File: src/hdl/tinker_pkg.sv
package tinker_pkg;

    localparam int XLEN      = 64;   // data path width
    localparam int ILEN      = 32;   // instruction width
    localparam int REG_COUNT = 32;
    localparam int MEM_BYTES = 4096; // unified memory, addresses wrap

    typedef logic [$clog2(REG_COUNT)-1:0] reg_idx_t;
    typedef logic [31:0]                  addr_t;

    localparam addr_t           PC_RESET_ADDR = 32'h0000_0200;
    localparam logic [ILEN-1:0] NOP_WORD      = 32'h8800_0000; // mov r0,r0

    // tinker opcodes, bits 31..27 of the instruction
    typedef enum logic [4:0] {
        OP_AND    = 5'h00,
        OP_OR     = 5'h01,
        OP_XOR    = 5'h02,
        OP_NOT    = 5'h03,
        OP_SHFTR  = 5'h04,
        OP_SHFTRI = 5'h05,
        OP_SHFTL  = 5'h06,
        OP_SHFTLI = 5'h07,
        OP_BR     = 5'h08, // pc = rd
        OP_BRR_RD = 5'h09, // pc += rd
        OP_BRR_L  = 5'h0a, // pc += sext(L)
        OP_BRNZ   = 5'h0b,
        OP_BRGT   = 5'h0e,
        OP_HALT   = 5'h0f,
        OP_LOAD   = 5'h10, // mov rd,(rs)(L)
        OP_MOV_RR = 5'h11,
        OP_MOV_RL = 5'h12, // low 12 bits only
        OP_STORE  = 5'h13, // mov (rd)(L),rs
        OP_ADD    = 5'h18,
        OP_ADDI   = 5'h19,
        OP_SUB    = 5'h1a,
        OP_SUBI   = 5'h1b,
        OP_MUL    = 5'h1c
    } opcode_t;

    typedef struct packed {
        logic reg_write;     // rd written in wb
        logic mem_read;      // load
        logic mem_write;     // store
        logic mem_to_reg;    // wb takes memory data
        logic is_branch;
        logic halt;
        logic uses_imm_base; // rd is a source operand with L
    } ctrl_t;

    typedef struct packed {
        addr_t           pc;
        logic [ILEN-1:0] instr;
    } ifid_t;

    typedef struct packed {
        ctrl_t           ctrl;
        opcode_t         opcode;
        reg_idx_t        rd;
        reg_idx_t        rs;
        reg_idx_t        rt;
        logic [11:0]     lit;
        addr_t           pc;
        logic [XLEN-1:0] rd_val;
        logic [XLEN-1:0] rs_val;
        logic [XLEN-1:0] rt_val;
    } idex_t;

    typedef struct packed {
        ctrl_t           ctrl;
        logic [XLEN-1:0] alu_result; // also the data address
        logic [XLEN-1:0] store_data;
        reg_idx_t        dest;
    } exmem_t;

    typedef struct packed {
        ctrl_t           ctrl;
        logic [XLEN-1:0] mem_data;
        logic [XLEN-1:0] alu_result;
        reg_idx_t        dest;
    } memwb_t;

    // operand source in execute
    typedef enum logic [1:0] {
        FWD_RF,
        FWD_EXMEM,
        FWD_MEMWB
    } fwd_sel_t;

endpackage

File: src/hdl/tinker_fetch.sv
`timescale 1ns/100ps

module tinker_fetch (
    input  logic                        clk,
    input  logic                        reset,
    input  logic                        start,
    input  logic                        stall,
    input  logic                        redirect,
    input  tinker_pkg::addr_t           redirect_pc,
    input  logic                        halt_seen,
    output tinker_pkg::addr_t           fetch_addr,
    input  logic [tinker_pkg::ILEN-1:0] fetch_word,
    output logic                        running,
    output tinker_pkg::ifid_t           ifid
);
    import tinker_pkg::*;

    addr_t      pc;
    logic       fetching; // pc advancing
    logic [2:0] drain;    // halt still moving through ex, mem, wb

    always_ff @(posedge clk or posedge reset) begin
        if (reset) begin
            pc       <= PC_RESET_ADDR;
            fetching <= 1'b0;
            drain    <= '0;
            ifid     <= '{pc: '0, instr: NOP_WORD};
        end else if (start) begin
            pc       <= PC_RESET_ADDR; // first fetch next cycle
            fetching <= 1'b1;
            drain    <= '0;
            ifid     <= '{pc: '0, instr: NOP_WORD};
        end else begin
            drain <= {drain[1:0], halt_seen};
            if (halt_seen)
                fetching <= 1'b0; // nothing younger than halt enters
            if (!stall) begin // stall freezes pc and if/id
                if (fetching && !halt_seen)
                    pc <= redirect ? redirect_pc : pc + 32'd4;
                if (!fetching || redirect || halt_seen)
                    ifid <= '{pc: '0, instr: NOP_WORD}; // squash
                else
                    ifid <= '{pc: pc, instr: fetch_word};
            end
        end
    end

    assign fetch_addr = pc;
    // busy until the halt has reached mem/wb, so older stores still count as running
    assign running = fetching | (|drain);

endmodule

File: config.mk
export PLATFORM = sky130hd
export DESIGN_NAME = tinker_fetch
export DESIGN_NICKNAME = d
export VERILOG_FILES = /design/src/hdl/tinker_pkg.sv /design/src/hdl/tinker_fetch.sv
export SDC_FILE = /design/constraint.sdc
export NUM_CORES = 1
export LEC_CHECK = 0
export ABC_AREA = 1
export BUFFER_PORTS_ARGS = -buffer_cell sky130_fd_sc_hd__buf_2
export CAP_MARGIN = 20
export CORE_MARGIN = 3
export CORE_UTILIZATION = 46
export CTS_CLUSTER_SIZE = 40
export DETAILED_ROUTE_END_ITERATION = 8
export HOLD_SLACK_MARGIN = 0.02
export PLACE_DENSITY = 0.73
export SLEW_MARGIN = 5
export SYNTH_ARGS = -nofsm -noshare
export SYNTH_HDL_FRONTEND = slang
export SYNTH_SLANG_ARGS = --single-unit
File: constraint.sdc
create_clock -name clk -period 4.2 [get_ports clk]
set_input_delay 0.63 -clock clk [delete_from_list [all_inputs] [get_ports clk]]
set_output_delay 0.63 -clock clk [all_outputs]
set_load 0.005 [all_outputs]
==> results.md <==
- Seq/Total Area, Yosys: 50.97%
- Hold Vio Cnt, Final: 0
- Final instance area: 6041 µm²
- CTS resizes: 0
- Share of layout cells above drive strength 1: 32.38%
- Yosys reg bits: 100
- Worst Hold Class: input port to asynchronous set/reset pin
- Worst-path fanout max: 42
- Clk_lat worst skew: 0.37 ns
- Post-synth cell types: 32
- Tcrit/Tclk final: 54.47%
- CTS tree: built
- Storage element area: 2506 µm²
- Multi-input gate area: 2085 µm²
- Post-Synth XOR/XNOR Area: 0.8906%
- Compound-Gate Fraction of Synth Area: 15.70%
- Cell with the largest stage delay on the worst path: o21ai_2
- YS warnings: 0
- Detailed Place HPWL: 10030 µm
- Logic pwr share: 14.6%
- Hold_buf cts: 0
- Max_slew headroom: 37.19%
- Die Span Y: 109.4 µm
- Power Total: 2156 µW
- Core Area: 10370 µm²
- Sw Pwr: 596.9 µW
- Wire length per cell: 15.68 µm
- Gate Count Post-Synth: 568
- Setup violators final: 0
- Gp weighted congestion: 0.9067
- Routed Antenna Nets: 0
- Most common cell after layout, fill and taps aside: nand2_1
- Synth top area cells: dfrtp_1 49%, nand2_1 13%, a22o_1 5.9%
- Die width: 109.4 µm
- Row Count: 37
- Int Power: 1559 µW
- Max Cap Viol: 0
- Vias in the first global route: 4344
- Worst Path Required: 4.51 ns
- Fill cell count: 993
- Syn Std Cell Area: 4917 µm²
- Full die area: 11970 µm²
- Type of the worst setup path: input port to flip-flop
- Yosys top cell by area: dfrtp_1
- Buffers on Ports: 166
- Critical path arrival: 2.60 ns
- Pwr Density: 357.0 nW/µm²
- Adder-cell area share of the yosys netlist: 0.2545%
- Simple-gate share of the synthesized area: 25.55%
- Worst setup SP type: input port
- Largest net degree at the start of global routing: 78
- DR vias: 4522
- Vias per cell: 5.210
- Slew @ Worst Pin: 0.9421 ns
- Critical Path, Cell by Cell: buf_2, inv_1, nand2_1, o21ai_2, nand2_4, nor2_8, nand3_1, nand3_1, inv_1
- Initial antenna violation count: 1
- Sw Ratio: 27.68%
- Element type at the critical path end: flip-flop
- Total Wirelength: 13610 µm
- Postcts setup bufs: 0
- Dpl cell area: 5794 µm²
- First-pass GRT wire length: 21450 µm
- Layout Skew: 0.006870 ns
- Mux share of post-synthesis cell area: 0%
- Syn_nets: 639
- Nets: 798
- CTS Sinks: 100
- LEAKAGE: 0.003110 µW
- Detailed Route Iter0 Violations: 350
- Slowest stage delay, CP: 0.56 ns
- Most frequent cells in the layout: 171 x nand2_1, 166 x buf_2, 97 x dfrtp_1, 72 x nor2_1, 42 x inv_1
- Unrepaired setup endpoints after global routing: no
- Gr usage total: 22.95%
- Setup TNS: 0 ns
- Router iterations before antenna repair: 5
- Fmax: 437.1 MHz
- GR Overflow Total: 0
- CTS Buf Count: 9
- Root Driver: clkbuf_8
- Share of the synthesized area in the top cell type: 49.36%
- Clock slew at reported path FFs: 0.10 ns
- CTS H-tree depth: 3
- Final Core Density: 58.25%
- Sequential Power Share: 50.5%
- Drt drc: 0
- Initial core utilization: 47.42%
- Num ports: 167
- VDD IR max: 191.5 µV
- Max Slew Vio Count: 0
- Area growth from synthesis to layout: 22.85%
- N_diodes: 0
- Status: complete, no violations
- Clock power share: 34.9%
- Syn avg cell area: 8.657 µm²
- CTS max path bufs: 2
- Minimum clock period: 2.288 ns
- Largest family of logic cells by synthesized area: simple AND/OR/NAND/NOR gates
- Worst hold slack: 0.4684 ns
## state kept, by name (all words and copies together), names as in the netlist
signal      cells
drain           3
ifid           64
fetching        1
fetch_addr     32
## worst paths after layout
path | start | to | slack (ns) | depth (start not counted)
worst max register to register | fetching$_DFFE_PP0P_ | fetch_addr[9]$_DFFE_PP1P_ | 1.96 | 7
worst max-delay path | halt_seen | fetch_addr[9]$_DFFE_PP1P_ | 1.91 | 9
max in group asynchronous | reset | ifid[27]$_DFFE_PP1P_ | 2.80 | 3
min in group clk | fetch_word[18] | ifid[18]$_DFFE_PP0P_ | 0.47 | 2
worst min register to register | ifid[46]$_DFFE_PP0P_ | ifid[46]$_DFFE_PP0P_ | 0.48 | 2
worst min-delay path | reset | ifid[14]$_DFFE_PP0P_ | 0.47 | 2
## per-stage QoR
stage	worst slack, ns	instances
finish	1.912	868
global route	1.744	868
CTS	1.922	868
detailed placement	1.525	852
global placement	1.567	852
floorplan	0.9562	568
## area by class of cell
type                            count  area share [%]
Inverter                           47           2.983
Timing Repair Buffer              169           14.13
Multi-Input combinational cell    400           34.51
Clock inverter                      6           1.802
Clock buffer                       10           2.278
Tap cell                          136           2.817
Sequential cell                   100           41.49
## synth_stat cells, drive strengths merged
master    n
nand3    41
xor2      2
clkinv    2
or2       1
clkbuf   10
dfrtp    97
dfstp     3
inv      45
nand2   176
buf      11
o21ai    45
o22ai     2
a21oi     2
o211ai    9
xnor2     3
nor2     78
o221ai    2
o22a      2
a22o     33
nand4     2
ha        1
or4       1
## logic make-up (layout without fill, tap and decap cells)
kind of cell    count (synthesis)  count (layout)
fa+ha+maj                       1               1
buf+inv                        68             232
simple gates                  299             299
flops                         100             100
xor+xnor                        5               5
compound gates                 95              95
## critical path: cells and delay by family
family,cells,cell delay [ns]
AOI/OAI and AO/OA,1,0.56
buffers and inverters,3,0.19
and+or+nand+nor,5,1.19
## power by group through the flow
stage | Clock [µW] | Sequential, µW | Combinational (µW)
2_1_floorplan | 0 | 1100 | 180
3_3_place_gp | 0 | 1100 | 313
3_5_place_dp | 0 | 1110 | 320
4_1_cts | 767 | 1090 | 321
5_1_grt | 810 | 1100 | 355
6_report | 752 | 1090 | 315
## layer usage
metal | global-route usage, % | wire [µm] | vias up
li1 | - | - | 2173
met1 | 30.16 | 6039 | 2144
met2 | 36.79 | 6227 | 185
met3 | 6.048 | 1129 | 18
met4 | 7.925 | 201 | 2
met5 | 0 | 7 | -
No activity file was read; power rests on OpenSTA's default activity.
