[src/hdl/tinker_pkg.sv]
package tinker_pkg;

    localparam int XLEN      = 64;   // data path width
    localparam int ILEN      = 32;   // instruction width
    localparam int REG_COUNT = 32;
    localparam int MEM_BYTES = 4096; // unified memory, addresses wrap

    typedef logic [$clog2(REG_COUNT)-1:0] reg_idx_t;
    typedef logic [31:0]                  addr_t;

    localparam addr_t           PC_RESET_ADDR = 32'h0000_0200;
    localparam logic [ILEN-1:0] NOP_WORD      = 32'h8800_0000; // mov r0,r0

    // tinker opcodes, bits 31..27 of the instruction
    typedef enum logic [4:0] {
        OP_AND    = 5'h00,
        OP_OR     = 5'h01,
        OP_XOR    = 5'h02,
        OP_NOT    = 5'h03,
        OP_SHFTR  = 5'h04,
        OP_SHFTRI = 5'h05,
        OP_SHFTL  = 5'h06,
        OP_SHFTLI = 5'h07,
        OP_BR     = 5'h08, // pc = rd
        OP_BRR_RD = 5'h09, // pc += rd
        OP_BRR_L  = 5'h0a, // pc += sext(L)
        OP_BRNZ   = 5'h0b,
        OP_BRGT   = 5'h0e,
        OP_HALT   = 5'h0f,
        OP_LOAD   = 5'h10, // mov rd,(rs)(L)
        OP_MOV_RR = 5'h11,
        OP_MOV_RL = 5'h12, // low 12 bits only
        OP_STORE  = 5'h13, // mov (rd)(L),rs
        OP_ADD    = 5'h18,
        OP_ADDI   = 5'h19,
        OP_SUB    = 5'h1a,
        OP_SUBI   = 5'h1b,
        OP_MUL    = 5'h1c
    } opcode_t;

    typedef struct packed {
        logic reg_write;     // rd written in wb
        logic mem_read;      // load
        logic mem_write;     // store
        logic mem_to_reg;    // wb takes memory data
        logic is_branch;
        logic halt;
        logic uses_imm_base; // rd is a source operand with L
    } ctrl_t;

    typedef struct packed {
        addr_t           pc;
        logic [ILEN-1:0] instr;
    } ifid_t;

    typedef struct packed {
        ctrl_t           ctrl;
        opcode_t         opcode;
        reg_idx_t        rd;
        reg_idx_t        rs;
        reg_idx_t        rt;
        logic [11:0]     lit;
        addr_t           pc;
        logic [XLEN-1:0] rd_val;
        logic [XLEN-1:0] rs_val;
        logic [XLEN-1:0] rt_val;
    } idex_t;

    typedef struct packed {
        ctrl_t           ctrl;
        logic [XLEN-1:0] alu_result; // also the data address
        logic [XLEN-1:0] store_data;
        reg_idx_t        dest;
    } exmem_t;

    typedef struct packed {
        ctrl_t           ctrl;
        logic [XLEN-1:0] mem_data;
        logic [XLEN-1:0] alu_result;
        reg_idx_t        dest;
    } memwb_t;

    // operand source in execute
    typedef enum logic [1:0] {
        FWD_RF,
        FWD_EXMEM,
        FWD_MEMWB
    } fwd_sel_t;

endpackage

[src/hdl/tinker_writeback.sv]
`timescale 1ns/100ps

module tinker_writeback (
    input  logic                        clk,
    input  logic                        reset,
    input  logic                        start,
    input  tinker_pkg::exmem_t          exmem,
    input  logic [tinker_pkg::XLEN-1:0] load_data,
    output tinker_pkg::reg_idx_t        wb_dest,
    output logic [tinker_pkg::XLEN-1:0] wb_data,
    output logic                        wb_we,
    output logic                        hlt
);
    import tinker_pkg::*;

    memwb_t memwb;
    logic   halted;

    always_ff @(posedge clk or posedge reset) begin
        if (reset) begin
            memwb  <= '0;
            halted <= 1'b0;
        end else begin
            memwb <= '{ctrl: exmem.ctrl, mem_data: load_data,
                       alu_result: exmem.alu_result, dest: exmem.dest};
            if (start)
                halted <= 1'b0;
            else if (memwb.ctrl.halt)
                halted <= 1'b1; // sticky until next start
        end
    end

    assign wb_dest = memwb.dest;
    assign wb_we   = memwb.ctrl.reg_write;
    assign wb_data = memwb.ctrl.mem_to_reg ? memwb.mem_data : memwb.alu_result;
    assign hlt     = halted;

endmodule

[config.mk]
export PLATFORM = sky130hd
export DESIGN_NAME = tinker_writeback
export DESIGN_NICKNAME = d
export VERILOG_FILES = /design/src/hdl/tinker_pkg.sv /design/src/hdl/tinker_writeback.sv
export SDC_FILE = /design/constraint.sdc
export NUM_CORES = 1
export LEC_CHECK = 0
export BUFFER_PORTS_ARGS = -buffer_cell sky130_fd_sc_hd__buf_2
export CELL_PAD_IN_SITES_DETAIL_PLACEMENT = 1
export CELL_PAD_IN_SITES_GLOBAL_PLACEMENT = 1
export CORE_ASPECT_RATIO = 0.8
export CORE_MARGIN = 5
export CORE_UTILIZATION = 33
export DETAILED_ROUTE_END_ITERATION = 16
export PLACE_DENSITY_LB_ADDON = 0.1
export SLEW_MARGIN = 10
export SYNTH_ARGS = -nofsm -noshare
export SYNTH_HDL_FRONTEND = slang
export SYNTH_SLANG_ARGS = --single-unit
[constraint.sdc]
create_clock -name clk -period 4.5 [get_ports clk]
set_input_delay 0.225 -clock clk [delete_from_list [all_inputs] [get_ports clk]]
set_output_delay 0.225 -clock clk [all_outputs]
set_load 0.005 [all_outputs]
==> flow_summary.ini, run 1 <==
[outcome]
outcome = stopped before the end
lastStage = clock tree synthesis (4_1_cts)
error_line = [ERROR RSZ-0060] Max buffer count reached.

[placement]
place_hpwl_mm = 7.42
numPortBuffers = 209
dp_slack_ps = 2230
place_congestion = 0.742
placed_cells = 594

[clock_network]
cts_buffers = 17
cts_setup_buffers = 0
cts.sinks = 137
clock_path_buffers = 2
clock-root-buffer = clkbuf_16
ctsHoldBuffers = 126
ctsResizeCount = 0
cts.htree.levels = 4

[synthesis]
syn_area_mm2 = 0.00456
synth.top_cell.area_share_pct = 75.2
yosysMostFrequentCell = dfrtp_1
synthTopCellsByArea = dfrtp_1 75%, mux2_4 20%, buf_12 2.6%, mux2_2 0.99%, buf_4 0.82%
yosys_most_used_dff = dfrtp_1
yosysTopAreaCell = dfrtp_1
synth_area_per_cell_um2 = 21.2
async_flop_share_pct = 100
synth_commonest_cells = 137 x dfrtp_1, 60 x mux2_4, 6 x buf_12
seq_area_frac_synth_pct = 75.2
syn_nets = 422
synth_edf_count = 0
netlist_instances = 215
yosys_warnings = 0
ys_ff_latch = 137
ys_types = 8

[floorplan]
initial_utilization_pct = 33.6
row_count = 38
chipHeight_um = 115
ios = 278
die_x_um = 141
-- kinds of logic after synthesis --
group	Yosys count	share of synthesized area (%)
flops	137	75.2
buf+inv	13	3.79
mux	64	20.8
compound gates	1	0.220
-- per-stage QoR --
| stage | cell area (µm²) | util, % |
|---|---|---|
| floorplan | 4560 | - |
| global placement | 5680 | 41.9 |
| detailed placement | 5680 | 41.9 |
==> run 2, diff against run 1 <==
Settings changed: CELL_PAD_IN_SITES_DETAIL_PLACEMENT 1 to not set, CELL_PAD_IN_SITES_GLOBAL_PLACEMENT 1 to not set, CORE_ASPECT_RATIO 0.8 to not set, CORE_UTILIZATION 33 to 20, PLACE_DENSITY_LB_ADDON 0.1 to 0.15.
==> flow_summary.ini, run 2 <==
[outcome]
violations = negative hold slack
outcome = finished with violations

[clock_network]
ctsResizeCount = 0
cts.sinks = 137
cts_tree = done
ctsHoldBuffers = 136
cts_setup_buffers = 0
clock_path_buffers = 2
clk_pin_slew_ps = 60
clock-root-buffer = clkbuf_16
cts.htree.levels = 4
cts_buffers = 17
insertion_delay_ps = 410

[synthesis]
ys_types = 8
yosysTopAreaCell = dfrtp_1
syn_area_mm2 = 0.00456
synth_commonest_cells = 137 x dfrtp_1, 60 x mux2_4, 6 x buf_12
yosys_warnings = 0
synth_area_per_cell_um2 = 21.2
yosysMostFrequentCell = dfrtp_1
synth.top_cell.area_share_pct = 75.2
ys_ff_latch = 137
yosys_most_used_dff = dfrtp_1
netlist_instances = 215
synth_edf_count = 0
syn_nets = 422
synthTopCellsByArea = dfrtp_1 75%, mux2_4 20%, buf_12 2.6%, mux2_2 0.99%, buf_4 0.82%
seq_area_frac_synth_pct = 75.2
async_flop_share_pct = 100

[timing]
fin_crit_sh_pct = 57.7
worst_pin_slew_ps = 1020
setup_tns_ps = 0
finClkSkew_ps = 0.273
setup_viol = 0
rsz0062_at_grt = false
drv_slew = 0
slew_headroom_pct = 31.7
timing.final.hold_violations = 1
whs_ps = -0.0316
clock.fmax_ghz = 0.385
period_needed_ps = 2600

[floorplan]
die_x_um = 161
ios = 278
initial_utilization_pct = 20.2
die-area_mm2 = 0.0259
chipHeight_um = 161
row_count = 55
coreArea_mm2 = 0.0226

[cells_and_area]
largest_register = memwb
insertedDiodeCount = 0
area_delta_synth_final_pct = 70.3
mostFrequentLayoutCell = buf_2
final_area_mm2 = 0.00776
final_nets = 777
drive_above_1_share_pct = 53.2
largest_register_ffs = 130
final_cell_mix = 209 x buf_2, 136 x dfrtp_1, 136 x dlygate4sd3_1, 60 x mux2_4, 17 x clkbuf_16

[power_and_ir_drop]
cellPowerDensity_mw_per_mm2 = 387
irDropWorstVdd_mv = 0.172
p_leak_nw = 3.79

[route]
vias = 3065
met2WireLength_mm = 5.80
route.met3.wl_mm = 1.02
drc = 0
wl_mm = 11.3
drt_iter0_drc = 57
wl_per_cell_um = 13.0
met1_length_mm = 4.37
viasPerCell = 3.53
drtPass1Iterations = 3
ant_nets = 0
dr.max_layer_used = met4

[placement]
placed_area_mm2 = 0.00582
numPortBuffers = 209
place_congestion = 0.659
place_hpwl_mm = 7.64

[grt]
antenna_found_initial = 0
grt_pass1_wl_mm = 18.6
grt_max_degree = 99
grt_overflow = 0
grt_pass1_vias = 3587
track_usage_pct = 9.16

[job]
cap_violations = 0

[worst_setup_path]
cp-end-kind = output port
critPathKind = reg -> out
critPathLaunchType = flip-flop
required_ps = 4280
arrival_ps = 2370
path_max_fanout = 51
r2r_cells = 1

[worst_hold_path]
hold_path.class = in -> async
==> run 2: cell counts after synthesis <==
No cell type changed its count.
==> run 2: final timing paths <==
path / start / end / slack (ps)
hold / removal: reset / wb_dest[3] / -0.03
hold reg to reg: memwb[134] / hlt / 480
min in group clk: start / hlt / 70
setup reg to reg: hlt / hlt / 3830
setup / recovery: memwb[136] / wb_data[1] / 1900
max in group asynchronous: reset / memwb[102] / 3470
==> run 2: where the power goes <==
| part | leakage [nW] | internal (mW) | switching (mW) |
|---|---|---|---|
| Combinational | 1.92 | 0.218 | 0.0989 |
| Sequential | 1.60 | 1.29 | 0.0296 |
| Clock | 0.277 | 0.819 | 0.543 |
| Total | 3.79 | 2.33 | 0.672 |
==> run 2: critical path, stage by stage, from the launching register on <==
cell and delay, ps:
dfrtp_4 1100, buf_4 350, mux2_2 340, buf_2 130
==> run 2: area by class of cell <==
type / count / area, µm²
well taps: 285 / 357
clock inverters: 14 / 146
inverters: 1 / 8.76
clock buffers: 18 / 429
flip-flops and latches: 137 / 3430
multi-input cells: 65 / 956
repair buffers: 348 / 2430
fillers: 2210 / 14800
==> run 2: per-stage QoR <==
| stage | hold slack [ps] | total power, mW | instances | setup WS (ps) | utilization (%) |
|---|---|---|---|---|---|
| after floorplan | 256 | 1.46 | 215 | 607 | - |
| after global placement | 333 | 1.57 | 700 | 2290 | 25.8 |
| after detailed placement | 334 | 1.58 | 700 | 2280 | 25.8 |
| after CTS | 33.0 | 3.07 | 868 | 1810 | 34.4 |
| after global routing | 43.6 | 3.15 | 868 | 1750 | 34.4 |
| final | -0.0316 | 3.00 | 868 | 1900 | 34.4 |
==> run 2: routing by layer <==
metal,GRT usage (%),vias up
met5,0,-
met4,2.91,0
met3,4.46,11
met2,15.7,126
met1,9.99,1505
li1,-,1423
==> run 2: cells by family (layout without fill, tap and decap cells) <==
logic type	Yosys count	count (layout)	synth area share (%)
DFF	137	137	75.2
buffers and inverters	13	381	3.79
muxes	64	64	20.8
AOI/OAI and AO/OA	1	1	0.220
Power figures use the tool's default switching activity.
==> run 3, diff against run 2 <==
Settings changed: ABC_AREA set to 1.
Clock period 4.5 ns to 2.08 ns, I/O delays scaled along.
==> flow_summary.ini, run 3 <==
[outcome]
outcome = complete, no violations

[clock_network]
clock-root-buffer = clkbuf_16
cts_setup_buffers = 0
insertion_delay_ps = 400
cts_tree = done
clock_path_buffers = 2
cts.sinks = 137
cts_buffers = 17
clk_pin_slew_ps = 60
cts.htree.levels = 4

[cells_and_area]
final_nets = 911
largest_register_ffs = 130
fill_cells = 2105
mostFrequentLayoutCell = buf_2
largest_register = memwb
final_area_mm2 = 0.00761
drive_above_1_share_pct = 34.4
area_delta_synth_final_pct = 76.0
insertedDiodeCount = 0
final_cell_mix = 209 x buf_2, 192 x nand2_1, 138 x dlygate4sd3_1, 136 x dfrtp_1, 17 x clkbuf_16
post-route-util_pct = 36.0

[synthesis]
synth_area_per_cell_um2 = 12.3
synth_commonest_cells = 192 x nand2_1, 137 x dfrtp_1, 6 x buf_2, 6 x buf_4, 6 x clkbuf_8
netlist_instances = 351
seq_area_frac_synth_pct = 79.3
yosys_most_used_dff = dfrtp_1
ys_types = 8
yosysMostFrequentCell = nand2_1
synthTopCellsByArea = dfrtp_1 79%, nand2_1 17%, clkbuf_8 1.9%, buf_4 1.0%, buf_2 0.69%
yosys_warnings = 0
yosysTopAreaCell = dfrtp_1
async_flop_share_pct = 100
synth_edf_count = 0
synth.top_cell.area_share_pct = 79.3
ys_ff_latch = 137
syn_area_mm2 = 0.00432
syn_nets = 558

[placement]
numPortBuffers = 209
place_congestion = 0.727
placed_area_mm2 = 0.00563
place_hpwl_mm = 7.94

[timing]
clock.fmax_ghz = 0.552
rsz0062_at_grt = false
worst_pin_slew_ps = 418
slew_headroom_pct = 72.1
whs_ps = 331
period_needed_ps = 1810
timing.final.hold_violations = 0
drv_slew = 0
setup_viol = 0
fin_crit_sh_pct = 87.2
setup_tns_ps = 0
finClkSkew_ps = 0.130

[route]
wl_per_cell_um = 12.2
drt_iter0_drc = 74
viasPerCell = 3.56
wl_mm = 12.1
vias = 3525
drtPass1Iterations = 4
drc = 0
ant_nets = 0

[worst_setup_path]
critPathSlowestCell = dfrtp_2
required_ps = 1980
max_stage_delay_ps = 550
crit-reg2reg-capture = hlt
r2r_slack_ps = 1470
path_common_cell = nand2_1
arrival_ps = 1710
path_max_fanout = 64
critPathKind = reg -> out
crit_start = memwb[136]
critPathLaunchType = flip-flop
r2r_cells = 2
r2r_start = hlt
crit_end = wb_data[2]
path_cells = inv_2 > buf_12 > nand2_1 > nand2_1 > buf_2
cp-end-kind = output port

[floorplan]
coreArea_mm2 = 0.0212
die_x_um = 157
ios = 278
initial_utilization_pct = 20.4
chipHeight_um = 157
row_count = 53
die-area_mm2 = 0.0246

[power_and_ir_drop]
p_leak_nw = 3.91
cellPowerDensity_mw_per_mm2 = 853
p_total_mw = 6.49
irDropWorstVdd_mv = 0.479

[grt]
grt_pass1_vias = 3862
grtUsageMet3_pct = 4.23
busiest_layer = met2
antenna_found_initial = 0
grt_max_degree = 77
track_usage_pct = 9.97
gr-usage-met2_pct = 16.6
grt_pass1_wl_mm = 19.2
use_met1_pct = 11.8
grt_overflow = 0

[worst_hold_path]
hold_path.class = in -> reg
hold_start = load_data[6]

[job]
cap_violations = 0
run 3: where the power goes:
| group | switching (mW) | internal, mW | leakage, nW |
|---|---|---|---|
| registers | 0.0382 | 2.80 | 1.60 |
| clock network | 1.07 | 1.91 | 0.288 |
| logic | 0.278 | 0.383 | 2.02 |
| total | 1.39 | 5.10 | 3.91 |
run 3: cell families after synthesis:
family	share of synthesized area [%]
flip-flops	79.3
AND/OR/NAND/NOR	16.9
buffers and inverters	3.82
run 3: routing by layer:
layer | vias up | routed length, µm
met3 | 5 | 1060
met1 | 1636 | 5040
li1 | 1754 | -
met2 | 130 | 5880
met4 | 0 | 99
met5 | - | 0
run 3: worst min path at each step:
stage                            end  slack (ps)  cells after the start
after floorplan           memwb[100]         140                      0
after global placement     memwb[75]         210                      1
after detailed placement   memwb[14]         210                      1
after CTS                  memwb[14]         300                      2
after global routing       memwb[15]         300                      2
final                      memwb[75]         330                      2
run 3: worst max-delay path, delay by kind of cell (launching register included):
kind / cells / cell delay [ps]
flops: 1 / 550
buf+inv: 3 / 540
simple gates: 2 / 180
run 3: through the flow:
step                      worst slack, ps  instances
after floorplan                       269        351
after global placement                650        822
after detailed placement              671        822
after CTS                             219        991
after global routing                 95.2        991
final                                 267        991
run 3: final cells by class:
type                    count  area, µm²  share of cell area (%)
flip-flops and latches    137       3430                    45.1
clock buffers              24        502                    6.60
repair buffers            352       2500                    32.9
clock inverters             7       90.1                    1.18
well taps                 275        344                    4.52
multi-input cells         194        728                    9.57
inverters                   2       11.3                   0.148
run 3: what timing repair did:
item | 4_1_cts | 5_1_grt
resized for setup | 0 | 0
hold endpoints to repair | 274 | 0
hold buffers | 138 | 0
==> run 4, diff against run 3 <==
Settings changed: ABC_AREA 1 to 0.
==> flow_summary.ini, run 4 (synthesis results as in run 2) <==
[outcome]
outcome = complete, no violations

[placement]
place_hpwl_mm = 7.63
place_congestion = 0.674
numPortBuffers = 209
placed_cells = 701

[clock_network]
ctsHoldBuffers = 138
clock_path_buffers = 2
cts_tree = done
cts_buffers = 17
cts.htree.levels = 4
clk_pin_slew_ps = 60
cts.sinks = 137
cts_setup_buffers = 0
ctsResizeCount = 0
clock-root-buffer = clkbuf_16
insertion_delay_ps = 410

[cells_and_area]
post-route-util_pct = 34.9
largest_register = memwb
drive_above_1_share_pct = 53.2
final_cell_mix = 209 x buf_2, 138 x dlygate4sd3_1, 136 x dfrtp_1, 60 x mux2_4, 17 x clkbuf_16
instances_no_fill = 871
area_delta_synth_final_pct = 72.7
mostFrequentLayoutCell = buf_2
final_nets = 780
insertedDiodeCount = 0
largest_register_ffs = 130

[grt]
track_usage_pct = 9.25
grt_pass1_wl_mm = 18.8
antenna_found_initial = 0
grt_overflow = 0
grt_max_degree = 90
grt_pass1_vias = 3713

[route]
vias = 3069
viasPerCell = 3.52
ant_nets = 0
drt_iter0_drc = 84
wl_per_cell_um = 13.3
drtPass1Iterations = 5
drc = 0
wl_mm = 11.6

[power_and_ir_drop]
irDropWorstVdd_mv = 0.328
cellPowerDensity_mw_per_mm2 = 855
p_int_mw = 5.23
pwr-share-comb_pct = 10.7
seqPwrFrac_pct = 42.2
clockPowerShare_pct = 47.1
p_leak_nw = 3.84
p_sw_mw = 1.50
swShare_pct = 22.3

[floorplan]
die-area_mm2 = 0.0259
chipHeight_um = 161
row_count = 55
ios = 278
initial_utilization_pct = 20.2
die_x_um = 161
coreArea_mm2 = 0.0226

[timing]
rsz0062_at_grt = false
finClkSkew_ps = 0.200
clock.fmax_ghz = 0.519
slew_headroom_pct = 60.0
timing.final.hold_violations = 0
drv_slew = 0
worst_pin_slew_ps = 600
fin_crit_sh_pct = 92.6
setup_viol = 0
period_needed_ps = 1930
setup_tns_ps = 0

[worst_setup_path]
path_max_fanout = 28
required_ps = 1980
max_stage_delay_ps = 590
critPathSlowestCell = dfrtp_4
cp-end-kind = output port
arrival_ps = 1820
critPathLaunchType = flip-flop
critPathKind = reg -> out
path_cells = buf_12 > mux2_2 > buf_2

[job]
cap_violations = 0

[worst_hold_path]
hold_path.class = in -> reg
-- run 4: cell types whose count changed in the layout (fill, tap and decap cells not counted), sizes merged, moves of 2 or more --
cell / previous run / this run
nor2: 2 / 0
clkbuf: 24 / 18
inv: 1 / 7
mux2: 0 / 64
clkinv: 3 / 1
nand2: 192 / 0
-- run 4: layout make-up --
type | count | area, µm²
Timing Repair Buffer | 351 | 2490
Clock inverter | 14 | 183
Clock buffer | 18 | 439
Inverter | 1 | 7.51
Fill cell | 2183 | 14700
Multi-Input combinational cell | 65 | 956
Tap cell | 285 | 357
Sequential cell | 137 | 3430
-- run 4: layer usage --
metal | part of all wire [%] | wire (µm) | vias up | global-route usage, %
li1 | - | - | 1429 | -
met5 | 0 | 0 | - | 0
met3 | 7.8 | 909 | 8 | 4.23
met2 | 52 | 6080 | 121 | 16.6
met4 | 1.1 | 133 | 0 | 2.71
met1 | 39 | 4470 | 1511 | 9.74
-- run 4: metrics by stage --
stage                     setup WS, ps  hold WS, ps  total power, mW  area, µm²
final                              154          326             6.73       7870
after global routing              66.9          300             7.07       7870
after CTS                          120          293             6.90       7870
after detailed placement           581          213             3.42       5870
after global placement             577          211             3.41       5870
after floorplan                    269          135             3.16       4560
-- run 4: critical path, delay by kind of cell (launching register included) --
family,cells,cell delay (ps)
mux,1,380
flops,1,590
buf+inv,2,410
-- run 4: final timing paths --
path	depth (start not counted)	endpoint	slack, ps	startpoint
setup / recovery	3	wb_data[61]	150	memwb[136]
min in group asynchronous	4	wb_dest[2]	400	reset
hold / removal	2	memwb[87]	330	load_data[18]
setup reg to reg	1	hlt	1400	hlt
hold reg to reg	1	hlt	490	memwb[134]
max in group asynchronous	4	memwb[58]	1190	reset
-- run 4: power groups by stage --
stage | Clock (mW) | Sequential (mW) | Combinational [mW]
2_1_floorplan | 0 | 2.88 | 0.282
3_3_place_gp | 0 | 2.89 | 0.528
3_5_place_dp | 0 | 2.89 | 0.531
4_1_cts | 3.31 | 2.84 | 0.738
5_1_grt | 3.42 | 2.85 | 0.791
6_report | 3.17 | 2.84 | 0.719
