--- src/hdl/tinker_pkg.sv ---
package tinker_pkg;

    localparam int XLEN      = 64;   // data path width
    localparam int ILEN      = 32;   // instruction width
    localparam int REG_COUNT = 32;
    localparam int MEM_BYTES = 4096; // unified memory, addresses wrap

    typedef logic [$clog2(REG_COUNT)-1:0] reg_idx_t;
    typedef logic [31:0]                  addr_t;

    localparam addr_t           PC_RESET_ADDR = 32'h0000_0200;
    localparam logic [ILEN-1:0] NOP_WORD      = 32'h8800_0000; // mov r0,r0

    // tinker opcodes, bits 31..27 of the instruction
    typedef enum logic [4:0] {
        OP_AND    = 5'h00,
        OP_OR     = 5'h01,
        OP_XOR    = 5'h02,
        OP_NOT    = 5'h03,
        OP_SHFTR  = 5'h04,
        OP_SHFTRI = 5'h05,
        OP_SHFTL  = 5'h06,
        OP_SHFTLI = 5'h07,
        OP_BR     = 5'h08, // pc = rd
        OP_BRR_RD = 5'h09, // pc += rd
        OP_BRR_L  = 5'h0a, // pc += sext(L)
        OP_BRNZ   = 5'h0b,
        OP_BRGT   = 5'h0e,
        OP_HALT   = 5'h0f,
        OP_LOAD   = 5'h10, // mov rd,(rs)(L)
        OP_MOV_RR = 5'h11,
        OP_MOV_RL = 5'h12, // low 12 bits only
        OP_STORE  = 5'h13, // mov (rd)(L),rs
        OP_ADD    = 5'h18,
        OP_ADDI   = 5'h19,
        OP_SUB    = 5'h1a,
        OP_SUBI   = 5'h1b,
        OP_MUL    = 5'h1c
    } opcode_t;

    typedef struct packed {
        logic reg_write;     // rd written in wb
        logic mem_read;      // load
        logic mem_write;     // store
        logic mem_to_reg;    // wb takes memory data
        logic is_branch;
        logic halt;
        logic uses_imm_base; // rd is a source operand with L
    } ctrl_t;

    typedef struct packed {
        addr_t           pc;
        logic [ILEN-1:0] instr;
    } ifid_t;

    typedef struct packed {
        ctrl_t           ctrl;
        opcode_t         opcode;
        reg_idx_t        rd;
        reg_idx_t        rs;
        reg_idx_t        rt;
        logic [11:0]     lit;
        addr_t           pc;
        logic [XLEN-1:0] rd_val;
        logic [XLEN-1:0] rs_val;
        logic [XLEN-1:0] rt_val;
    } idex_t;

    typedef struct packed {
        ctrl_t           ctrl;
        logic [XLEN-1:0] alu_result; // also the data address
        logic [XLEN-1:0] store_data;
        reg_idx_t        dest;
    } exmem_t;

    typedef struct packed {
        ctrl_t           ctrl;
        logic [XLEN-1:0] mem_data;
        logic [XLEN-1:0] alu_result;
        reg_idx_t        dest;
    } memwb_t;

    // operand source in execute
    typedef enum logic [1:0] {
        FWD_RF,
        FWD_EXMEM,
        FWD_MEMWB
    } fwd_sel_t;

endpackage

--- src/hdl/tinker_decode.sv ---
`timescale 1ns/100ps

module tinker_decode (
    input  logic                        clk,
    input  logic                        reset,
    input  tinker_pkg::ifid_t           ifid,
    output tinker_pkg::reg_idx_t        rf_rd_addr,
    output tinker_pkg::reg_idx_t        rf_rs_addr,
    output tinker_pkg::reg_idx_t        rf_rt_addr,
    input  logic [tinker_pkg::XLEN-1:0] rf_rd_val,
    input  logic [tinker_pkg::XLEN-1:0] rf_rs_val,
    input  logic [tinker_pkg::XLEN-1:0] rf_rt_val,
    input  tinker_pkg::exmem_t          exmem,
    output logic                        stall,
    output logic                        redirect,
    output tinker_pkg::addr_t           redirect_pc,
    output logic                        halt_seen,
    output tinker_pkg::idex_t           idex
);
    import tinker_pkg::*;

    opcode_t     opcode;
    reg_idx_t    rd, rs, rt;
    logic [11:0] lit;
    ctrl_t       ctrl;
    logic        taken;
    logic        load_use;
    logic        branch_haz;

    assign opcode = opcode_t'(ifid.instr[31:27]);
    assign rd     = ifid.instr[26:22];
    assign rs     = ifid.instr[21:17];
    assign rt     = ifid.instr[16:12];
    assign lit    = ifid.instr[11:0];

    assign rf_rd_addr = rd;
    assign rf_rs_addr = rs;
    assign rf_rt_addr = rt;

    // true when the decoded instruction may read register r
    function automatic logic reads_reg(reg_idx_t r);
        return r == rs || r == rt ||
               ((ctrl.uses_imm_base || ctrl.is_branch) && r == rd);
    endfunction

    always_comb begin
        ctrl = '0;
        case (opcode)
            OP_ADD, OP_SUB, OP_MUL, OP_AND, OP_OR, OP_XOR, OP_NOT,
            OP_SHFTR, OP_SHFTL, OP_MOV_RR:
                ctrl.reg_write = 1'b1;
            OP_ADDI, OP_SUBI, OP_SHFTRI, OP_SHFTLI, OP_MOV_RL: begin
                ctrl.reg_write     = 1'b1;
                ctrl.uses_imm_base = 1'b1; // rd op L
            end
            OP_LOAD: begin
                ctrl.reg_write  = 1'b1;
                ctrl.mem_read   = 1'b1;
                ctrl.mem_to_reg = 1'b1;
            end
            OP_STORE: begin
                ctrl.mem_write     = 1'b1;
                ctrl.uses_imm_base = 1'b1; // address base is rd
            end
            OP_BR, OP_BRR_RD, OP_BRR_L, OP_BRNZ, OP_BRGT:
                ctrl.is_branch = 1'b1;
            OP_HALT:
                ctrl.halt = 1'b1;
            default: ; // unknown opcode acts as a bubble
        endcase
    end

    // branches resolve here on register file values
    always_comb begin
        taken       = 1'b0;
        redirect_pc = rf_rd_val[31:0];
        case (opcode)
            OP_BR:     taken = 1'b1;
            OP_BRR_RD: begin
                taken       = 1'b1;
                redirect_pc = ifid.pc + rf_rd_val[31:0];
            end
            OP_BRR_L: begin
                taken       = 1'b1;
                redirect_pc = ifid.pc + {{20{lit[11]}}, lit};
            end
            OP_BRNZ:   taken = (rf_rs_val != '0);
            OP_BRGT:   taken = ($signed(rf_rs_val) > $signed(rf_rt_val));
            default:   taken = 1'b0;
        endcase
    end

    always_comb begin
        // load result not ready until it leaves mem
        load_use   = idex.ctrl.mem_read && reads_reg(idex.rd);
        // branch operands must already sit in the regfile or mem/wb
        branch_haz = ctrl.is_branch &&
                     ((idex.ctrl.reg_write && reads_reg(idex.rd)) ||
                      (exmem.ctrl.reg_write && reads_reg(exmem.dest)));
        stall      = load_use || branch_haz;
        redirect   = taken && !stall;
        halt_seen  = ctrl.halt && !stall;
    end

    always_ff @(posedge clk or posedge reset) begin
        if (reset) begin
            idex <= '0;
        end else if (stall) begin
            idex <= '0; // bubble
        end else begin
            idex <= '{ctrl: ctrl, opcode: opcode, rd: rd, rs: rs, rt: rt, lit: lit,
                      pc: ifid.pc, rd_val: rf_rd_val, rs_val: rf_rs_val,
                      rt_val: rf_rt_val};
        end
    end

endmodule

--- config.mk ---
export PLATFORM = sky130hd
export DESIGN_NAME = tinker_decode
export DESIGN_NICKNAME = d
export VERILOG_FILES = /design/src/hdl/tinker_pkg.sv /design/src/hdl/tinker_decode.sv
export SDC_FILE = /design/constraint.sdc
export NUM_CORES = 1
export LEC_CHECK = 0
export BUFFER_PORTS_ARGS = -buffer_cell sky130_fd_sc_hd__buf_2
export CAP_MARGIN = 25
export CORE_AREA = 2 2 276 278
export DETAILED_ROUTE_END_ITERATION = 10
export DIE_AREA = 0 0 278 280
export PLACE_DENSITY_LB_ADDON = 0.05
export SYNTH_ARGS = -nofsm -noshare
export SYNTH_HDL_FRONTEND = slang
export SYNTH_SLANG_ARGS = --single-unit
--- constraint.sdc ---
create_clock -name clk -period 8.6 [get_ports clk]
set_input_delay 0.43 -clock clk [delete_from_list [all_inputs] [get_ports clk]]
set_output_delay 0.43 -clock clk [all_outputs]
set_load 0.05 [all_outputs]
==> results_dict.tcl, run 1 <==
set metrics [dict create \
    avgRoutedWirePerCell_um 20.7 \
    ys_async_sr_fraction 1.00 \
    ios 711 \
    fillCellCount 8255 \
    synth_edf_count 0 \
    p_per_area_nw_per_um2 216 \
    synth_area_per_cell_um2 10.6 \
    ctsLongestPathBuffers 3 \
    dpl.hpwl_um 45100 \
    grt_usage 0.144 \
    yosysMostFrequentCell "dfrtp_1" \
    yosysSeqAreaShare 0.517 \
    clock_skew_ps 12.5 \
    cts-buffers-inserted 37 \
    synth_area_um2 12700 \
    routed_wl_um 57400 \
    cts_resized 0 \
    place.gp.congestion 0.766 \
    final_cells 2771 \
    postCtsSetupRepairBufs 0 \
    arrival_ps 5170 \
    worst-r2r-cell-count 9 \
    slew_headroom 0.389 \
    rows 101 \
    critPathSlowestCell "or3_2" \
    tns_ps 0 \
    endpoint_kind "output pin" \
    die-area_um2 77800 \
    grt_pass1_wl_um 82100 \
    synth_cell_types 59 \
    grt-ovfl-total 0 \
    p_total_mw 3.87 \
    vias_per_cell 3.89 \
    rsz0062_at_grt "no" \
    cap_violations 0 \
    htreeDepth 2 \
    cp_max_fo 36 \
    drive_above_1_share 0.373 \
    dr.pass1.iters 4 \
    grt_pass1_vias 11600 \
    yosys_most_used_dff "dfrtp_1" \
    port_buffers 576 \
    synth_largest_area_cell "dfrtp_1" \
    cts.clk_slew.worst_paths_ps 50 \
    hold_class "input port to asynchronous set/reset pin" \
    netlist_top_cells_area "dfrtp_1, and2_1, ha_1" \
    syn_nets 1695 \
    antenna_found_initial 14 \
    worst_pin_slew_ps 917 \
    worst_path_most_repeated_cell "o21ai_1" \
    regArea_um2 6560 \
    cts_tree "built" \
    status "complete, no violations" \
    fp.dieH_um 280 \
    clock_latency_ps 550 \
    core_area_um2 75200 \
    cp_cell_sequence "buf_2 > inv_1 > nand2_1 > or3_2 > buf_4 > mux2_2 > ha_1 > fa_1 > a211oi_1 > o21ai_0 > a21oi_1 > o21ai_1 > a31o_1 > o41ai_1 > o21ai_1 > xnor2_1 > o21ai_1 > buf_2" \
    netlist.area_leader.share 0.517 \
    dr.first_iter.drc_count 352 \
    syn_inst 1201 \
    cp_slowest_stage_delay_ps 480 \
    drv_slew 0 \
    finalHoldViolCount 0 \
    synth_common_cells "dfrtp_1, and2_1, ha_1, nor2_1, inv_1" \
    setup_viol 0 \
    die_width_um 278 \
    regMostFlops "idex" \
    largest_reg_flops 262 \
    nets 2258 \
    multi_input_area_um2 5560 \
    dp_slack_ps 2890 \
    num_vias 10800 \
    grt_max_degree 141 \
    cp.required_ps 8170 \
    synthToLayoutAreaGrowth_pct 41.3 \
    placedCellCount 2702 \
    drtAntennaViolNets 0 \
    ys_warn_count 0 \
    layout_setup_ws_ps 3000 \
    ctsHoldBuffers 0 \
    ys_seq_elements 262 \
    ir_drop_uv 98.1 \
    period_minus_slack_ps 5600 \
    crit_type "input port to output pin" \
    start_kind "input port" \
    cts_sinks 262 \
    fin_crit_sh 0.652 \
    initial_core_util 0.169 \
    power_leakage_nw 9.05 \
    fin_hold_ws_ps 92.0 \
    cts_root_buffer "clkbuf_16" \
    fmax_mhz 178 \
    drc 0 \
    reg.largest.list "idex (262)" \
]
## placed cells by master, fill, tap and decap left out, types with 16 or more instances in the layout
master	Yosys	routed
nor4_1	16	16
and2_1	192	192
nand4_1	21	21
ha_1	95	95
xnor2_1	30	30
a21oi_1	44	44
dfrtp_1	262	262
nor2_1	89	88
clkbuf_16	0	37
o21ai_0	36	36
xor2_1	28	28
a21o_1	61	61
nand2_1	53	53
inv_1	76	75
buf_2	1	576
## through the flow
stage / area (um^2) / utilization
global route: 17900 / 0.238
CTS: 17900 / 0.238
detailed placement: 16600 / 0.221
global placement: 16600 / 0.221
floorplan: 12700 / -
finish: 17900 / 0.238
## power breakdown
| group | total [mW] | switching (mW) | internal (mW) |
|---|---|---|---|
| combinational | 0.892 | 0.641 | 0.250 |
| clock | 1.65 | 0.613 | 1.04 |
| sequential | 1.33 | 0.0206 | 1.31 |
## final timing paths
kind / endpoint / startpoint / slack, ps
worst max-delay path: redirect_pc[30] / ifid[27] / 3000
worst min-delay path: idex[166] / reset / 90
worst max register to register: idex[25] / idex[249] / 5560
worst min register to register: idex[253] / idex[261] / 870
max in group asynchronous: idex[248] / reset / 7080
min in group clk: idex[169] / rf_rd_val[41] / 90
## logic make-up after synthesis
group / Yosys count / share of synthesized area
AOI/OAI and AO/OA: 211 / 0.109
DFF: 262 / 0.517
adders and majority gates: 96 / 0.0953
xor gates and xnor gates: 58 / 0.0400
muxes: 14 / 0.0123
and+or+nand+nor: 422 / 0.181
buffers and inverters: 138 / 0.0457
## layout make-up
type,instances,area share
multi-input combinational,801,0.310
clock inverter,12,0.0121
antenna,3,0.000419
timing repair buffer,585,0.167
sequential,262,0.366
tap,978,0.0682
inverter,77,0.0165
clock buffer,53,0.0595
## routing by layer
layer / global-route usage / wire (um) / vias to the layer above
met4: 0.0305 / 979 / 20
li1: - / - / 5162
met5: 0 / 109 / -
met3: 0.0551 / 4710 / 65
met2: 0.244 / 27900 / 346
met1: 0.173 / 23700 / 5179
## worst max-delay path, delay by kind of cell
| family | cells | cell delay, ps |
|---|---|---|
| and+or+nand+nor | 2 | 660 |
| xor gates and xnor gates | 1 | 140 |
| adders and majority gates | 2 | 690 |
| buffers and inverters | 4 | 860 |
| muxes | 1 | 340 |
| AOI/OAI and AO/OA | 8 | 2010 |
Note: power is estimated with default switching activity, not from simulation.
==> inputs of run 2 (changes only) <==
- clock period: 8.6 -> 4.6 ns (I/O delays scaled with it)
==> run 2 against run 1 <==
Compared with the run above: cell count grew 10%; register-to-register slack got worse by 4000 ps; flip-flop and latch count unchanged; critical path depth stayed put; clock power up 92%; critical path type unchanged; core utilization is 3.8 points higher; die area is the same; sequential share of layout area down 5.0 points; hold slack lost 24 ps; clock skew grew 10 ps; final area rose by 16%; largest power group unchanged.
==> results_dict.tcl, run 2 (synthesis results as in run 1) <==
set metrics [dict create \
    status "complete, no violations" \
    cts_sinks 262 \
    vias_per_cell 3.84 \
    synthToLayoutAreaGrowth_pct 63.6 \
    ctsLongestPathBuffers 3 \
    grt_usage 0.149 \
    num_vias 11700 \
    p_int_mw 5.04 \
    setup_viol 0 \
    grt_pass1_vias 12900 \
    fillCellCount 8119 \
    die_width_um 278 \
    cts.clk_slew.worst_paths_ps 50 \
    dpl.hpwl_um 46800 \
    grt_max_degree 89 \
    initial_core_util 0.169 \
    switching_share 0.330 \
    power_leakage_nw 10.3 \
    cp.required_ps 4370 \
    mostFrequentLayoutCells "buf_2, dfrtp_1, dlygate4sd3_1" \
    fmax_mhz 230 \
    largest_reg_flops 262 \
    ios 711 \
    hold_class "input port to flip-flop" \
    cts_root_buffer "clkbuf_16" \
    dr.pass1.iters 4 \
    slew_headroom 0.436 \
    drtAntennaViolNets 0 \
    endpoint_kind "output pin" \
    p_clk_frac 0.420 \
    rrSetupSlack_ps 1600 \
    period_minus_slack_ps 4350 \
    tns_ps 0 \
    cts-buffers-inserted 38 \
    place.gp.congestion 0.781 \
    multi_input_area_um2 5590 \
    routed_wl_um 58800 \
    core_area_um2 75200 \
    nets 2542 \
    drv_slew 0 \
    cap_violations 0 \
    timing.rr.end "idex[234]" \
    dr.first_iter.drc_count 464 \
    rr_startpoint "idex[246]" \
    grt_pass1_wl_um 87000 \
    die-area_um2 77800 \
    clock_skew_ps 23.0 \
    crit_type "input port to output pin" \
    min_from "ifid[31]" \
    rows 101 \
    final_common_cell "buf_2" \
    drc 0 \
    utilization 0.276 \
    hold_end "idex[255]" \
    port_buffers 576 \
    clock_latency_ps 560 \
    fp.dieH_um 280 \
    antenna_found_initial 2 \
    htreeDepth 2 \
    worstHoldPathCells 3 \
    cp_max_fo 9 \
    comb_power_share 0.250 \
    cts_tree "built" \
    p_per_area_nw_per_um2 363 \
    drive_above_1_share 0.342 \
    reg.largest.list "idex (262)" \
    grt-ovfl-total 0 \
    layout_setup_ws_ps 246 \
    dp_slack_ps 60.7 \
    fin_crit_sh 0.946 \
    seqPwrFrac 0.330 \
    arrival_ps 4120 \
    rsz0062_at_grt "no" \
    worst_pin_slew_ps 845 \
    finalHoldViolCount 0 \
    ir_drop_uv 185 \
    regArea_um2 6560 \
    regMostFlops "idex" \
    start_kind "input port" \
    avgRoutedWirePerCell_um 19.2 \
    netSwitchingPower_mw 2.49 \
    worst-r2r-cell-count 10 \
]
==> run 2: changes by cell type in the layout (fill, tap and decap cells not counted), moves of 2 or more <==
cell / change
o41ai_2: +2
inv_6: -2
clkinv_8: +2
clkinv_2: +3
clkbuf_1: -3
clkbuf_16: +2
buf_2: -2
o41ai_1: -2
clkinvlp_4: +3
buf_4: +32
buf_16: -2
dlygate4sd3_1: +253
==> run 2: through the flow <==
stage               instance area, um^2  hold WS (ps)  std cells  power [mW]
floorplan                         12700           359       1201        3.66
global placement                  16800           239       2733        4.26
detailed placement                16800           243       2733        4.25
CTS                               20700          18.5       3055        7.71
global route                      20800          41.3       3057        7.95
finish                            20800          68.4       3057        7.53
==> run 2: repair_timing <==
| item | CTS | global route |
|---|---|---|
| hold buffers | 253 | 0 |
| setup buffers | 0 | 0 |
| endpoints found under the setup margin | 0 | 5 |
| endpoints found under the hold margin | 262 | 0 |
| resized for setup | 0 | 9 |
==> run 2: area by class of cell <==
cell class | instances | area share
flip-flops and latches | 262 | 0.316
repair buffers | 868 | 0.276
multi-input cells | 801 | 0.269
well taps | 978 | 0.0590
clock buffers | 52 | 0.0532
inverters | 77 | 0.0141
clock inverters | 17 | 0.0116
diodes | 2 | 0.000241
==> run 2: worst max-delay path, cell delays in order <==
cell and delay (ps):
buf_2 110, inv_1 60, nand2_1 80, or3_2 540, buf_4 220, buf_4 180, a21o_1 180, ha_1 410
nand2_1 80, nor2_1 240, nand4_1 140, a21o_1 230, a21bo_1 220, a311o_1 440, o21ai_2 190, xnor2_1 90
o32ai_2 200, buf_4 270
==> run 2: worst max-delay path by stage <==
stage / from / endpoint / slack (ps) / cells after the start
3_5_place_dp: ifid[27] / redirect_pc[30] / 60 / 21
2_1_floorplan: ifid[30] / redirect_pc[30] / 30 / 16
3_3_place_gp: ifid[27] / redirect_pc[30] / 20 / 21
5_1_grt: ifid[27] / redirect_pc[31] / 9 / 18
4_1_cts: ifid[27] / redirect_pc[30] / 40 / 21
6_report: ifid[27] / redirect_pc[31] / 250 / 18
==> run 2: layer usage <==
layer  vias to the layer above  wire [um]  GRT usage
met2                       343      28500      0.254
met1                      5597      25200      0.185
li1                       5727          -          -
met3                        59       3950     0.0432
met4                         0       1220     0.0355
met5                         -          0          0
==> run 2: power groups by stage <==
stage	Combinational, mW	Sequential (mW)	Clock (mW)
4_1_cts	1.92	2.49	3.30
5_1_grt	2.04	2.50	3.42
2_1_floorplan	0.624	3.04	0
3_5_place_dp	1.73	2.52	0
6_report	1.89	2.48	3.16
3_3_place_gp	1.73	2.53	0
==> inputs of run 3 (changes only) <==
- RECOVER_POWER: unset -> 50
==> run 3 against run 2 <==
Compared with the run above: the flow now finishes with violations (max-capacitance violations, max-slew violations); global-route usage unchanged; routed wire length increased by 0.17%; flip-flop and latch count stayed put; combinational power is 3% lower; critical path depth unchanged; non-clock buffer count unchanged; count of clock-buffer cells in the layout unchanged; cell count hardly changed; hold slack worse by 1.3 ps; sequential share of layout area grew 0.55 points; power down 0.56%; die area did not move.
==> results_dict.tcl, run 3 (synthesis results as in run 1) <==
set metrics [dict create \
    status "finished, violations left" \
    failed_checks "max-capacitance violations, max-slew violations" \
    finalHoldViolCount 0 \
    cts.clk_slew.worst_paths_ps 50 \
    clock_skew_ps 24.0 \
    cts_root_buffer "clkbuf_16" \
    dr.pass1.iters 4 \
    p_total_mw 7.49 \
    grt-ovfl-total 0 \
    rrSetupSlack_ps 1600 \
    num_vias 11700 \
    synthToLayoutAreaGrowth_pct 60.8 \
    routed_wl_um 58900 \
    fp.dieH_um 280 \
    worst-r2r-cell-count 10 \
    rr_startpoint "idex[246]" \
    cts_sinks 262 \
    switching_share 0.332 \
    mostFrequentLayoutCells "buf_2, clkbuf_1, dfrtp_1" \
    cp_cell_sequence "buf_2 > inv_1 > nand2_1 > or3_2 > buf_4 > buf_4 > a21o_1 > ha_1 > nand2_1 > nor2_1 > nand4_1 > a21o_1 > a21bo_1 > a311o_1 > o21ai_2 > xnor2_1 > o32ai_2 > buf_4" \
    crit_end "redirect_pc[31]" \
    ios 711 \
    cts-buffers-inserted 38 \
    drc 0 \
    postCtsSetupRepairBufs 0 \
    fmax_mhz 230 \
    p_int_mw 5.00 \
    final_cells 3058 \
    vias_per_cell 3.84 \
    cp_slowest_stage_delay_ps 540 \
    netSwitchingPower_mw 2.49 \
    endpoint_kind "output pin" \
    comb_power_share 0.246 \
    fin_hold_ws_ps 67.1 \
    drtAntennaViolNets 0 \
    arrival_ps 4130 \
    p_per_area_nw_per_um2 367 \
    p_clk_frac 0.422 \
    die-area_um2 77800 \
    cts_tree "built" \
    drive_above_1_share 0.213 \
    cp_max_fo 9 \
    worst_pin_slew_ps 2420 \
    grt_usage 0.149 \
    largest_reg_flops 262 \
    dr.first_iter.drc_count 495 \
    ctsLongestPathBuffers 3 \
    slew_headroom -0.611 \
    initial_core_util 0.169 \
    place.gp.congestion 0.781 \
    worst-path-buf-inv 5 \
    rsz0062_at_grt "no" \
    hold_class "input port to flip-flop" \
    critPathSlowestCell "or3_2" \
    clock_latency_ps 560 \
    crit_start "ifid[27]" \
    layout_setup_ws_ps 245 \
    final_common_cell "buf_2" \
    placedCellCount 2733 \
    reg.largest.list "idex (262)" \
    grt_pass1_vias 12900 \
    crit_family "compound AO/OA/AOI/OAI gates" \
    antenna_found_initial 2 \
    drv_slew 147 \
    port_buffers 576 \
    grt_max_degree 89 \
    dp_slack_ps 60.7 \
    die_width_um 278 \
    cp.required_ps 4370 \
    avgRoutedWirePerCell_um 19.3 \
    crit_type "input port to output pin" \
    nets 2542 \
    fin_crit_sh 0.947 \
    htreeDepth 2 \
    regMostFlops "idex" \
    tns_ps 0 \
    path_depth 18 \
    cap_violations 2 \
    core_area_um2 75200 \
    timing.rr.end "idex[234]" \
    grt_pass1_wl_um 87000 \
    worst_path_most_repeated_cell "buf_4" \
    setup_viol 0 \
    period_minus_slack_ps 4360 \
    dpl.hpwl_um 46800 \
    ir_drop_uv 184 \
    start_kind "input port" \
    power_leakage_nw 9.51 \
    rows 101 \
    seqPwrFrac 0.332 \
]
[run 3: changes by cell type in the layout (fill, tap and decap cells not counted)]
cell,change
buf_12,-1
buf_2,-268
clkinvlp_2,+1
clkinvlp_4,-1
clkbuf_1,+268
diode_2,+1
clkbuf_2,+3
buf_4,-2
[run 3: through the flow]
| step | instance area (um^2) | util |
|---|---|---|
| after floorplan | 12700 | - |
| after global placement | 16800 | 0.224 |
| after detailed placement | 16800 | 0.224 |
| after CTS | 20700 | 0.276 |
| after global routing | 20400 | 0.271 |
| final | 20400 | 0.271 |
[run 3: worst min-delay path by stage]
stage | from | to | slack [ps] | cells after the start
floorplan | rf_rt_val[0] | idex[0] | 360 | 1
global placement | reset | idex[244] | 240 | 2
detailed placement | reset | idex[244] | 240 | 2
CTS | ifid[31] | idex[255] | 20 | 3
global route | ifid[31] | idex[255] | 40 | 3
finish | ifid[31] | idex[255] | 70 | 3
[run 3: final cells by class]
| cell class | count | area, um^2 |
|---|---|---|
| antenna | 3 | 7.51 |
| clock buffer | 52 | 1100 |
| clock inverter | 17 | 241 |
| fill | 8201 | 54800 |
| inverter | 77 | 290 |
| multi-input combinational | 801 | 5590 |
| sequential | 262 | 6560 |
| tap | 978 | 1220 |
| timing repair buffer | 868 | 5380 |
[run 3: worst register-to-register path: stages (launching register included)]
cell and delay (ps):
dfrtp_1 440, xor2_1 210, nor3_1 80, nand3_1 70
o31ai_1 110, o21ai_0 180, nand2_1 130, a22oi_2 300
buf_4 560, buf_4 560, and2_1 280
[run 3: timing repair]
action / 4_1_cts / 5_1_grt
hold buffers: 253 / 0
endpoints found under the hold margin: 262 / 0
resized for setup: 0 / 9
setup endpoints to repair: 0 / 5
[run 3: routing by layer]
layer | track usage | wire length (um) | vias to the layer above
met5 | 0 | 0 | -
met4 | 0.0355 | 1220 | 0
met3 | 0.0432 | 4000 | 60
met2 | 0.254 | 28500 | 354
met1 | 0.185 | 25200 | 5606
li1 | - | - | 5729
[run 3: power groups by stage]
stage	registers (mW)	logic (mW)	clock network, mW
finish	2.49	1.84	3.16
global route	2.50	1.99	3.42
CTS	2.49	1.92	3.30
detailed placement	2.52	1.73	0
global placement	2.53	1.73	0
floorplan	3.04	0.624	0
